[src/sniff_defines.svh]
`ifndef SNIFF_DEFINES_SVH
`define SNIFF_DEFINES_SVH

//////////////////////////////
// Register and bus widths
//////////////////////////////
`define SNIFF_PATTERN_BYTES 8
`define SNIFF_TRIG_DELAY_W 20
`define SNIFF_TRIG_WIDTH_W 16
`define SNIFF_CAPLEN_W 16
`define SNIFF_BYTECNT_W 7
`define SNIFF_ADDR_W 6

//////////////////////////////
// Capture FIFO entry layout
//////////////////////////////
`define SNIFF_TIME_W 16
`define SNIFF_SHORTTIME_W 3
`define SNIFF_STAT_W 5
`define SNIFF_ENTRY_W 18
`define SNIFF_CMD_W 2
`define SNIFF_DATA_W 8
`define SNIFF_CMD_START 0
`define SNIFF_STIME_START 2
`define SNIFF_DATA_START 5
`define SNIFF_STATUS_START 13
`define SNIFF_FTIME_START 2

// FIFO sizing and flag levels
`define SNIFF_FIFO_DEPTH 32
`define SNIFF_FULL_THRESH 28
`define SNIFF_EMPTY_THRESH 4
`define SNIFF_EMPTY_MARKER 8'h01

`endif
[src/sniff_pkg.sv]
`include "sniff_defines.svh"

package sniff_pkg;

   // Entry kind, bits 1..0 of every FIFO entry
   typedef enum logic [`SNIFF_CMD_W-1:0] {
      CMD_DATA = 2'd0,
      CMD_STAT = 2'd1,
      CMD_TIME = 2'd2,
      CMD_STRM = 2'd3
   } fe_cmd_e;

   // Host register map
   typedef enum logic [`SNIFF_ADDR_W-1:0] {
      REG_ARM                = 6'd1,
      REG_TIMESTAMPS_DISABLE = 6'd2,
      REG_PATTERN            = 6'd3,
      REG_PATTERN_MASK       = 6'd4,
      REG_PATTERN_ACTION     = 6'd5,
      REG_PATTERN_BYTES      = 6'd6,
      REG_CAPTURE_LEN        = 6'd7,
      REG_TRIGGER_DELAY      = 6'd8,
      REG_TRIGGER_WIDTH      = 6'd9,
      REG_SNIFF_FIFO_STAT    = 6'd10,
      REG_SNIFF_FIFO_RD      = 6'd11
   } reg_addr_e;

   typedef logic [`SNIFF_ENTRY_W-1:0] fifo_entry_t;

   // Status byte seen by the host, MSB first
   typedef struct packed {
      logic full_threshold;
      logic overflow_blocked;
      logic full;
      logic empty_threshold;
      logic empty;
   } fifo_status_t;

endpackage

[src/reg_bus_if.sv]
`timescale 1ns/1ps
`include "sniff_defines.svh"

interface reg_bus_if;

   logic [`SNIFF_ADDR_W-1:0]    addr;
   logic [`SNIFF_BYTECNT_W-1:0] bytecnt;
   logic                        read;
   logic                        write;
   logic                        addrvalid;
   logic [7:0]                  write_data;

   // Host side drives every field
   modport source (
      output addr,
      output bytecnt,
      output read,
      output write,
      output addrvalid,
      output write_data
   );

   // Register file and readout both only observe
   modport listener (
      input addr,
      input bytecnt,
      input read,
      input write,
      input addrvalid,
      input write_data
   );

endinterface

[src/sniff_reg_top.sv]
`timescale 1ns/1ps
`include "sniff_defines.svh"

module sniff_reg_top (
   input  logic                              cwusb_clk,
   input  logic                              reset_i,
   input  logic [`SNIFF_ADDR_W-1:0]          reg_address,
   input  logic [`SNIFF_BYTECNT_W-1:0]       reg_bytecnt,
   input  logic                              reg_read,
   input  logic                              reg_write,
   input  logic                              reg_addrvalid,
   input  logic [7:0]                        write_data,
   output logic [7:0]                        read_data,
   input  logic                              fe_capture_data_wr,
   input  sniff_pkg::fe_cmd_e                fe_capture_cmd,
   input  logic [`SNIFF_TIME_W-1:0]          fe_capture_time,
   input  logic [7:0]                        fe_capture_data,
   input  logic [`SNIFF_STAT_W-1:0]          fe_capture_stat,
   input  logic                              match,
   output logic                              arm_out,
   output logic                              fifo_full,
   output logic                              timestamps_disable,
   output logic [8*`SNIFF_PATTERN_BYTES-1:0] pattern,
   output logic [8*`SNIFF_PATTERN_BYTES-1:0] pattern_mask,
   output logic [1:0]                        pattern_action,
   output logic [7:0]                        pattern_bytes,
   output logic [`SNIFF_CAPLEN_W-1:0]        capture_len,
   output logic [`SNIFF_TRIG_DELAY_W-1:0]    trigger_delay,
   output logic [`SNIFF_TRIG_WIDTH_W-1:0]    trigger_width
);
   import sniff_pkg::*;

   logic         armed;
   logic [7:0]   reg_rdata;
   fifo_status_t fifo_status;
   logic         wr_en;
   logic         rd_en;
   fifo_entry_t  entry;
   fifo_entry_t  head;
   logic         empty;
   logic         prog_full;
   logic         empty_threshold;
   logic         overflow_blocked;

   // Host bus into the shared interface
   reg_bus_if bus ();

   assign bus.addr       = reg_address;
   assign bus.bytecnt    = reg_bytecnt;
   assign bus.read       = reg_read;
   assign bus.write      = reg_write;
   assign bus.addrvalid  = reg_addrvalid;
   assign bus.write_data = write_data;

   sniff_regs sniff_regs_i (
      .cwusb_clk, .reset_i, .bus, .match, .fifo_status, .armed, .reg_rdata,
      .timestamps_disable, .pattern, .pattern_mask, .pattern_action, .pattern_bytes,
      .capture_len, .trigger_delay, .trigger_width
   );

   capture_packer capture_packer_i (
      .cwusb_clk, .reset_i,
      .capture_wr   (fe_capture_data_wr),
      .capture_cmd  (fe_capture_cmd),
      .capture_time (fe_capture_time),
      .capture_data (fe_capture_data),
      .capture_stat (fe_capture_stat),
      .prog_full, .armed, .wr_en, .entry, .overflow_blocked
   );

   sniff_fifo sniff_fifo_i (
      .cwusb_clk, .reset_i, .wr_en, .din (entry), .rd_en, .dout (head),
      .empty, .full (fifo_full), .prog_full, .empty_threshold
   );

   sniff_readout sniff_readout_i (
      .cwusb_clk, .reset_i, .bus, .armed, .reg_rdata, .head, .empty,
      .full (fifo_full), .prog_full, .empty_threshold, .overflow_blocked,
      .rd_en, .arm_out, .fifo_status, .read_data
   );

endmodule

[src/sniff_readout.sv]
`timescale 1ns/1ps
`include "sniff_defines.svh"

module sniff_readout (
   input  logic                     cwusb_clk,
   input  logic                     reset_i,
   reg_bus_if.listener              bus,
   input  logic                     armed,
   input  logic [7:0]               reg_rdata,
   input  sniff_pkg::fifo_entry_t   head,
   input  logic                     empty,
   input  logic                     full,
   input  logic                     prog_full,
   input  logic                     empty_threshold,
   input  logic                     overflow_blocked,
   output logic                     rd_en,
   output logic                     arm_out,
   output sniff_pkg::fifo_status_t  fifo_status,
   output logic [7:0]               read_data
);
   import sniff_pkg::*;

   fifo_entry_t marker;
   fifo_entry_t live;
   fifo_entry_t held;
   logic        fifo_sel;
   logic        rd_byte0;
   logic        arm_q;
   logic        flushing;

   assign fifo_sel = bus.addrvalid && (bus.addr == REG_SNIFF_FIFO_RD);
   assign rd_byte0 = fifo_sel && bus.read && (bus.bytecnt[1:0] == 2'd0);

   // Host pop or flush pop, never both needed in one cycle
   assign rd_en = !empty && (rd_byte0 || flushing);

   always_comb begin
      marker = '0;
      marker[`SNIFF_CMD_START +: `SNIFF_CMD_W]   = CMD_STRM;
      marker[`SNIFF_DATA_START +: `SNIFF_DATA_W] = `SNIFF_EMPTY_MARKER;
      live = empty ? marker : head;
   end

   // Bytes 1 and 2 come from the entry latched on byte 0
   always_ff @(posedge cwusb_clk) begin
      if (rd_byte0)
         held <= live;
   end

   //////////////////////////////
   // Flush on arm
   //////////////////////////////
   always_ff @(posedge cwusb_clk) begin
      if (reset_i) begin
         arm_q    <= 1'b0;
         flushing <= 1'b0;
      end else begin
         arm_q <= armed;
         if (empty)
            flushing <= 1'b0;
         else if (armed && !arm_q)
            flushing <= 1'b1;
      end
   end

   assign arm_out = arm_q && !flushing;

   // Threshold flag only means something below full
   assign fifo_status.full_threshold   = prog_full && !full;
   assign fifo_status.overflow_blocked = overflow_blocked;
   assign fifo_status.full             = full;
   assign fifo_status.empty_threshold  = empty_threshold;
   assign fifo_status.empty            = empty;

   //////////////////////////////
   // Read data mux
   //////////////////////////////
   always_comb begin
      if (fifo_sel) begin
         case (bus.bytecnt[1:0])
            2'd0:    read_data = live[7:0];
            2'd1:    read_data = held[15:8];
            2'd2:    read_data = {1'b0, fifo_status, held[17:16]};
            default: read_data = 8'h00;
         endcase
      end else begin
         read_data = reg_rdata;
      end
   end

endmodule

[src/sniff_fifo.sv]
`timescale 1ns/1ps
`include "sniff_defines.svh"

module sniff_fifo (
   input  logic                   cwusb_clk,
   input  logic                   reset_i,
   input  logic                   wr_en,
   input  sniff_pkg::fifo_entry_t din,
   input  logic                   rd_en,
   output sniff_pkg::fifo_entry_t dout,
   output logic                   empty,
   output logic                   full,
   output logic                   prog_full,
   output logic                   empty_threshold
);
   import sniff_pkg::*;

   localparam int AW = $clog2(`SNIFF_FIFO_DEPTH);

   fifo_entry_t   mem [`SNIFF_FIFO_DEPTH];
   logic [AW-1:0] wr_ptr;
   logic [AW-1:0] rd_ptr;
   logic [AW:0]   count;
   logic          do_wr;
   logic          do_rd;

   assign do_wr = wr_en && !full;
   assign do_rd = rd_en && !empty;

   always_ff @(posedge cwusb_clk) begin
      if (do_wr)
         mem[wr_ptr] <= din;
   end

   // Pointers wrap on their own since depth is a power of two
   always_ff @(posedge cwusb_clk) begin
      if (reset_i) begin
         wr_ptr <= '0;
         rd_ptr <= '0;
         count  <= '0;
      end else begin
         if (do_wr)
            wr_ptr <= wr_ptr + 1'b1;
         if (do_rd)
            rd_ptr <= rd_ptr + 1'b1;
         count <= count + (AW+1)'(do_wr) - (AW+1)'(do_rd);
      end
   end

   // Head is visible without a read latency
   assign dout = mem[rd_ptr];

   assign empty           = (count == 0);
   assign full            = (count == `SNIFF_FIFO_DEPTH);
   assign prog_full       = (count >= `SNIFF_FULL_THRESH);
   assign empty_threshold = (count <= `SNIFF_EMPTY_THRESH) && !empty;

   // Packer headroom from prog_full must keep writes off a full FIFO
   a_no_write_when_full: assert property (@(posedge cwusb_clk) disable iff (reset_i)
      wr_en |-> !full)
      else $error("capture write reached a full FIFO");

   a_no_pop_when_empty: assert property (@(posedge cwusb_clk) disable iff (reset_i)
      rd_en |-> !empty)
      else $error("readout popped an empty FIFO");

endmodule

[src/capture_packer.sv]
`timescale 1ns/1ps
`include "sniff_defines.svh"

module capture_packer (
   input  logic                           cwusb_clk,
   input  logic                           reset_i,
   input  logic                           capture_wr,
   input  sniff_pkg::fe_cmd_e             capture_cmd,
   input  logic [`SNIFF_TIME_W-1:0]       capture_time,
   input  logic [7:0]                     capture_data,
   input  logic [`SNIFF_STAT_W-1:0]       capture_stat,
   input  logic                           prog_full,
   input  logic                           armed,
   output logic                           wr_en,
   output sniff_pkg::fifo_entry_t         entry,
   output logic                           overflow_blocked
);
   import sniff_pkg::*;

   fifo_entry_t next_entry;
   logic        accept;

   // Back-to-back strobes can outrun full, so gate on the threshold
   assign accept = capture_wr && !prog_full;

   //////////////////////////////
   // Entry packing
   //////////////////////////////
   always_comb begin
      next_entry = '0;
      next_entry[`SNIFF_CMD_START +: `SNIFF_CMD_W] = capture_cmd;
      case (capture_cmd)
         CMD_DATA, CMD_STAT: begin
            next_entry[`SNIFF_STIME_START +: `SNIFF_SHORTTIME_W] =
               capture_time[`SNIFF_SHORTTIME_W-1:0];
            next_entry[`SNIFF_STATUS_START +: `SNIFF_STAT_W] = capture_stat;
            // Status entries carry no data byte
            if (capture_cmd == CMD_DATA)
               next_entry[`SNIFF_DATA_START +: `SNIFF_DATA_W] = capture_data;
         end
         CMD_TIME: begin
            next_entry[`SNIFF_FTIME_START +: `SNIFF_TIME_W] = capture_time;
         end
         default: ;
      endcase
   end

   always_ff @(posedge cwusb_clk) begin
      if (accept)
         entry <= next_entry;
   end

   // Write strobe and the sticky drop flag
   always_ff @(posedge cwusb_clk) begin
      if (reset_i) begin
         wr_en            <= 1'b0;
         overflow_blocked <= 1'b0;
      end else begin
         wr_en <= accept;
         if (capture_wr && prog_full)
            overflow_blocked <= 1'b1;
         else if (armed)
            overflow_blocked <= 1'b0;
      end
   end

endmodule

[src/sniff_regs.sv]
`timescale 1ns/1ps
`include "sniff_defines.svh"

module sniff_regs (
   input  logic                                 cwusb_clk,
   input  logic                                 reset_i,
   reg_bus_if.listener                          bus,
   input  logic                                 match,
   input  sniff_pkg::fifo_status_t              fifo_status,
   output logic                                 armed,
   output logic [7:0]                           reg_rdata,
   output logic                                 timestamps_disable,
   output logic [8*`SNIFF_PATTERN_BYTES-1:0]    pattern,
   output logic [8*`SNIFF_PATTERN_BYTES-1:0]    pattern_mask,
   output logic [1:0]                           pattern_action,
   output logic [7:0]                           pattern_bytes,
   output logic [`SNIFF_CAPLEN_W-1:0]           capture_len,
   output logic [`SNIFF_TRIG_DELAY_W-1:0]       trigger_delay,
   output logic [`SNIFF_TRIG_WIDTH_W-1:0]       trigger_width
);
   import sniff_pkg::*;

   localparam int REG_W  = 8*`SNIFF_PATTERN_BYTES;
   localparam int BSEL_W = $clog2(`SNIFF_PATTERN_BYTES);

   logic wr_acc;
   logic rd_acc;

   // Replace one byte of a multi-byte register, bytes past the end are lost
   function automatic logic [REG_W-1:0] put_byte(input logic [REG_W-1:0] cur,
                                                 input logic [`SNIFF_BYTECNT_W-1:0] idx,
                                                 input logic [7:0] b);
      logic [REG_W-1:0] nxt;
      nxt = cur;
      if (idx < `SNIFF_PATTERN_BYTES)
         nxt[idx[BSEL_W-1:0]*8 +: 8] = b;
      return nxt;
   endfunction

   function automatic logic [7:0] get_byte(input logic [REG_W-1:0] cur,
                                           input logic [`SNIFF_BYTECNT_W-1:0] idx);
      return (idx < `SNIFF_PATTERN_BYTES) ? cur[idx[BSEL_W-1:0]*8 +: 8] : 8'h00;
   endfunction

   assign wr_acc = bus.addrvalid && bus.write;
   assign rd_acc = bus.addrvalid && bus.read;

   //////////////////////////////
   // Write side
   //////////////////////////////
   always_ff @(posedge cwusb_clk) begin
      if (reset_i) begin
         armed              <= 1'b0;
         timestamps_disable <= 1'b0;
         pattern            <= '0;
         pattern_mask       <= '0;
         pattern_action     <= '0;
         pattern_bytes      <= '0;
         capture_len        <= '0;
         trigger_delay      <= '0;
         trigger_width      <= '0;
      end else begin
         if (wr_acc) begin
            case (bus.addr)
               REG_TIMESTAMPS_DISABLE: timestamps_disable <= bus.write_data[0];
               REG_PATTERN:
                  pattern <= put_byte(pattern, bus.bytecnt, bus.write_data);
               REG_PATTERN_MASK:
                  pattern_mask <= put_byte(pattern_mask, bus.bytecnt, bus.write_data);
               REG_PATTERN_ACTION:
                  pattern_action <= 2'(put_byte(REG_W'(pattern_action), bus.bytecnt,
                                                bus.write_data));
               REG_PATTERN_BYTES: pattern_bytes <= bus.write_data;
               REG_CAPTURE_LEN:
                  capture_len <= `SNIFF_CAPLEN_W'(put_byte(REG_W'(capture_len),
                                                           bus.bytecnt, bus.write_data));
               // Top nibble of byte 2 falls off here
               REG_TRIGGER_DELAY:
                  trigger_delay <= `SNIFF_TRIG_DELAY_W'(put_byte(REG_W'(trigger_delay),
                                                                 bus.bytecnt, bus.write_data));
               REG_TRIGGER_WIDTH:
                  trigger_width <= `SNIFF_TRIG_WIDTH_W'(put_byte(REG_W'(trigger_width),
                                                                 bus.bytecnt, bus.write_data));
               default: ;
            endcase
         end

         // Host write wins over a match in the same cycle
         if (wr_acc && bus.addr == REG_ARM)
            armed <= bus.write_data[0];
         else if (match)
            armed <= 1'b0;
      end
   end

   //////////////////////////////
   // Registered readback
   //////////////////////////////
   always_ff @(posedge cwusb_clk) begin
      if (reset_i) begin
         reg_rdata <= 8'h00;
      end else if (rd_acc) begin
         case (bus.addr)
            REG_ARM:             reg_rdata <= {7'b0, armed};
            REG_PATTERN:         reg_rdata <= get_byte(pattern, bus.bytecnt);
            REG_PATTERN_MASK:    reg_rdata <= get_byte(pattern_mask, bus.bytecnt);
            REG_PATTERN_ACTION:  reg_rdata <= get_byte(REG_W'(pattern_action), bus.bytecnt);
            REG_PATTERN_BYTES:   reg_rdata <= pattern_bytes;
            REG_SNIFF_FIFO_STAT: reg_rdata <= {3'b000, fifo_status};
            default:             reg_rdata <= 8'h00;
         endcase
      end else begin
         reg_rdata <= 8'h00;
      end
   end

endmodule

[config.mk]
export PLATFORM = sky130hd
export DESIGN_NAME = sniff_reg_top
export DESIGN_NICKNAME = d
export VERILOG_FILES = /design/src/sniff_pkg.sv /design/src/reg_bus_if.sv /design/src/sniff_reg_top.sv /design/src/sniff_readout.sv /design/src/sniff_fifo.sv /design/src/capture_packer.sv /design/src/sniff_regs.sv
export VERILOG_INCLUDE_DIRS = /design/src
export SDC_FILE = /design/constraint.sdc
export NUM_CORES = 1
export LEC_CHECK = 0
export BUFFER_PORTS_ARGS = -buffer_cell sky130_fd_sc_hd__buf_2
export CORE_ASPECT_RATIO = 0.7
export CORE_UTILIZATION = 44
export CTS_CLUSTER_SIZE = 40
export DETAILED_ROUTE_END_ITERATION = 7
export PLACE_DENSITY = 0.64
export SLEW_MARGIN = 40
export SYNTH_ARGS = -nofsm -noshare
export SYNTH_HDL_FRONTEND = slang
export SYNTH_HIERARCHICAL = 1
export SYNTH_SLANG_ARGS = --single-unit
[constraint.sdc]
create_clock -name cwusb_clk -period 5.25 [get_ports cwusb_clk]
set_clock_uncertainty 0.15 [all_clocks]
set_input_delay 1.3125 -clock cwusb_clk [delete_from_list [all_inputs] [get_ports cwusb_clk]]
set_output_delay 1.3125 -clock cwusb_clk [all_outputs]
set_load 0.02 [all_outputs]
==> flow_metrics.env <==
export IMPL_rsz0062_at_grt="no"
export IMPL_synth_nets=2302
export IMPL_synth_mux_area_share_pct=16.3
export IMPL_holdBufCountCts=0
export IMPL_seq_area_frac_synth_pct=67.2
export IMPL_clockRootBuffer="clkbuf_16"
export IMPL_rows=84
export IMPL_tritoncts="done"
export IMPL_netlist_area_um2=33700
export IMPL_synthFlopType="edfxtp_1"
export IMPL_met2WireLength_um=41100
export IMPL_holdCritPathClass="flop to flop"
export IMPL_route_top_layer_used="met5"
export IMPL_cts_htree_levels=3
export IMPL_synth_compound_area_share_pct=4.51
export IMPL_diodes=0
export IMPL_gp_congestion=0.948
export IMPL_critPathMaxFanout=21
export IMPL_dr_pass1_iters=6
export IMPL_die_width_um=333
export IMPL_ys_types=78
export IMPL_internal_power_mw=10.8
export IMPL_cp_buffers_inverters=3
export IMPL_synth_edff_count=604
export IMPL_worst_path_stages=9
export IMPL_dr_wl_met3_um=10100
export IMPL_pwr_share_comb_pct=6.3
export IMPL_dp_hpwl_um=67300
export IMPL_power_frac_clock_pct=41.4
export IMPL_crit_type="flop to output port"
export IMPL_place_ws_ns=0.746
export IMPL_ir_drop_mv=0.248
export IMPL_clk_pin_slew_ns=0.06
export IMPL_drt_total_wl_um=97200
export IMPL_dieHeight_um=234
export IMPL_critPathRequiredTime_ns=3.79
export IMPL_fin_nets=2579
export IMPL_ys_top_cells_by_count="604 x edfxtp_1, 310 x mux2i_1, 235 x nor2_1, 225 x dfxtp_1, 112 x a22oi_1"
export IMPL_synth_top_area_share_pct=53.8
export IMPL_cts_buffer_depth=3
export IMPL_finalCriticalPeriod_ns=4.97
export IMPL_die_area_um2=77800
export IMPL_synth_fa_ha_area_share_pct=0.802
export IMPL_setup_viol=0
export IMPL_crit_end="read_data[4]"
export IMPL_maxCapViolations=0
export IMPL_power_leakage_nw=13.9
export IMPL_synth_area_leader_cell="edfxtp_1"
export IMPL_core_um2=75500
export IMPL_met1_length_um=44000
export IMPL_synth_area_per_cell_um2=15.2
export IMPL_crit_path_max_incr_delay_ns=0.54
export IMPL_io_pins=260
export IMPL_fin_tns_setup_ns=0
export IMPL_hold_depth=2
export IMPL_vias=20869
export IMPL_worstSetupStartpointType="flop"
export IMPL_wl_per_cell_um=27.4
export IMPL_portBuffers=259
export IMPL_cellPowerDensity_nw_per_um2=359
export IMPL_synth_most_common_cell="edfxtp_1"
export IMPL_reg2reg_from="sniff_fifo_i/count[2]$_SDFF_PP0_"
export IMPL_synth_simple_area_share_pct=8.49
export IMPL_drc_errors=0
export IMPL_p_switching_mw=3.20
export IMPL_clock_sinks=829
export IMPL_synth_seq_cells=829
export IMPL_critical_path_arrival_ns=3.50
export IMPL_track_usage_pct=24.5
export IMPL_cts_buffers=78
export IMPL_worst_slack_ns=0.284
export IMPL_cp_slowest_cell="mux4_2"
export IMPL_drive_gt1_share_pct=24.9
export IMPL_grt_max_degree=113
export IMPL_start_util_pct=44.7
export IMPL_synthArstFlopShare_pct=0
export IMPL_p_sw_share_pct=22.8
export IMPL_crit_chain="buf_6 > buf_4 > mux4_2 > a22oi_1 > nand4_1 > or3b_2 > a21oi_1 > o22a_1 > buf_2"
export IMPL_hold_start="sniff_regs_i/pattern_mask[35]$_SDFFE_PP0P_"
export IMPL_grt_pass1_vias=19600
export IMPL_via_per_inst=5.88
export IMPL_antenna_found_initial=3
export IMPL_clk_latency_ns=0.65
export IMPL_r2r_slack_ns=1.63
export IMPL_crit_path_end_kind="output port"
export IMPL_synth_xor_area_share_pct=0.208
export IMPL_power_frac_seq_pct=52.3
export IMPL_synth_top_family_by_area="multiplexers"
export IMPL_first_iter_violations=2533
export IMPL_ant_nets=0
export IMPL_hold_viol_final=0
export IMPL_overflow=0
export IMPL_fin_crit_sh_pct=94.6
export IMPL_r2r_end="sniff_fifo_i/count[4]$_SDFF_PP0_"
export IMPL_max_freq_mhz=201
export IMPL_cpLargestDelayFamily="buffers and inverters"
export IMPL_ys_warn_count=6
export IMPL_grt_pass1_wl_um=138000
export IMPL_r2r_cells=15
export IMPL_slew_viol_final=0
export IMPL_run_status="finished clean"
export IMPL_slew_headroom_pct=43.7
export IMPL_area_growth_pct=16.1
export IMPL_worst_pin_slew_ns=0.845
export IMPL_synth_area_top_cells="edfxtp_1 54%, dfxtp_1 13%, mux2i_1 9.2%"
export IMPL_synth_cells=2222
## layer usage
layer	up-vias	track usage, %
met2	967	34.1
met4	2	5.60
met1	10681	37.4
li1	9071	-
met3	148	7.16
met5	-	0
## what timing repair did
| item | CTS | global route |
|---|---|---|
| buffers inserted | 0 | 0 |
| resized for setup | 0 | 2 |
| setup endpoints to repair | 0 | 2 |
## worst min-delay path by stage
| stage | endpoint | slack [ns] |
|---|---|---|
| floorplan | capture_packer_i/overflow_blocked$_SDFFE_PP0P_ | 0.30 |
| global placement | sniff_regs_i/pattern_mask[32]$_SDFFE_PP0P_ | 0.32 |
| detailed placement | sniff_regs_i/pattern_mask[13]$_SDFFE_PP0P_ | 0.32 |
| CTS | sniff_regs_i/pattern_mask[32]$_SDFFE_PP0P_ | 0.33 |
| global route | sniff_regs_i/pattern[37]$_SDFFE_PP0P_ | 0.35 |
| finish | sniff_regs_i/pattern_mask[35]$_SDFFE_PP0P_ | 0.33 |
## flip-flops by register name, summed over array words and instances, names as in the netlist, named ones only
signal,cells
sniff_regs_i/trigger_delay,20
sniff_fifo_i/mem,576
sniff_regs_i/pattern_mask,64
sniff_regs_i/trigger_width,16
sniff_readout_i/arm_q,1
capture_packer_i/entry,18
sniff_readout_i/flushing,1
sniff_regs_i/pattern_bytes,8
sniff_regs_i/capture_len,16
sniff_regs_i/pattern_action,2
capture_packer_i/overflow_blocked,1
sniff_regs_i/armed,1
sniff_readout_i/held,10
sniff_fifo_i/rd_ptr,5
sniff_fifo_i/count,6
sniff_regs_i/pattern,64
sniff_regs_i/reg_rdata,8
capture_packer_i/wr_en,1
sniff_fifo_i/wr_ptr,5
sniff_regs_i/timestamps_disable,1
## power groups by stage
stage	Sequential, mW	Clock [mW]	Combinational, mW
after global placement	7.56	0	0.727
final	7.34	5.82	0.883
after global routing	7.35	6.15	0.951
after detailed placement	7.49	0	0.874
after CTS	7.34	5.90	0.875
after floorplan	7.52	0	0.463
## cell usage in the layout, fill, tap and decap left out, drive strengths merged, types with 21 or more instances in the layout
cell    instances
edfxtp        604
buf           344
mux2i         310
nor2          237
dfxtp         225
a22oi         112
clkbuf        106
mux4          104
nand3          73
nand2          70
a21oi          52
nor2b          33
inv            31
nand4          29
and3           28
clkinv         21
## worst reg2reg max path, stage by stage, from the launching register on
cell and delay, ns:
dfxtp_1 0.37, inv_1 0.10, ha_1 0.23, nand4bb_1 0.20
inv_1 0.33, nor2_1 0.36, nand2_1 0.18, or2_1 0.31
nand2_1 0.08, ha_1 0.16, inv_1 0.05, fa_1 0.39
nand2b_1 0.16, a21oi_1 0.22, o21a_1 0.15, nor3_1 0.05
## cells by family (layout without fill, tap and decap cells)
kind of cell    count (synthesis)  count (layout)
xor+xnor                        8               8
simple gates                  555             555
compound gates                216             216
flops                         829             829
buf+inv                       176             514
mux                           417             417
fa+ha+maj                      21              21
## cell type report
class,count,area [µm²]
Tap cell,989,1240
Clock inverter,35,424
Sequential cell,829,22600
Clock buffer,106,2220
Fill cell,6197,36300
Multi-Input combinational cell,1217,10400
Inverter,29,111
Timing Repair Buffer,344,2080
## through the flow
stage	total power, mW	utilization [%]	std cells	hold slack, ns	cell area, µm²
floorplan	7.98	-	2222	0.303	33700
global placement	8.28	48.0	3395	0.317	36200
detailed placement	8.36	48.3	3408	0.318	36500
CTS	14.1	51.8	3549	0.328	39100
global route	14.4	51.9	3549	0.347	39100
finish	14.0	51.9	3549	0.328	39100
(Power assumes the default switching activity.)
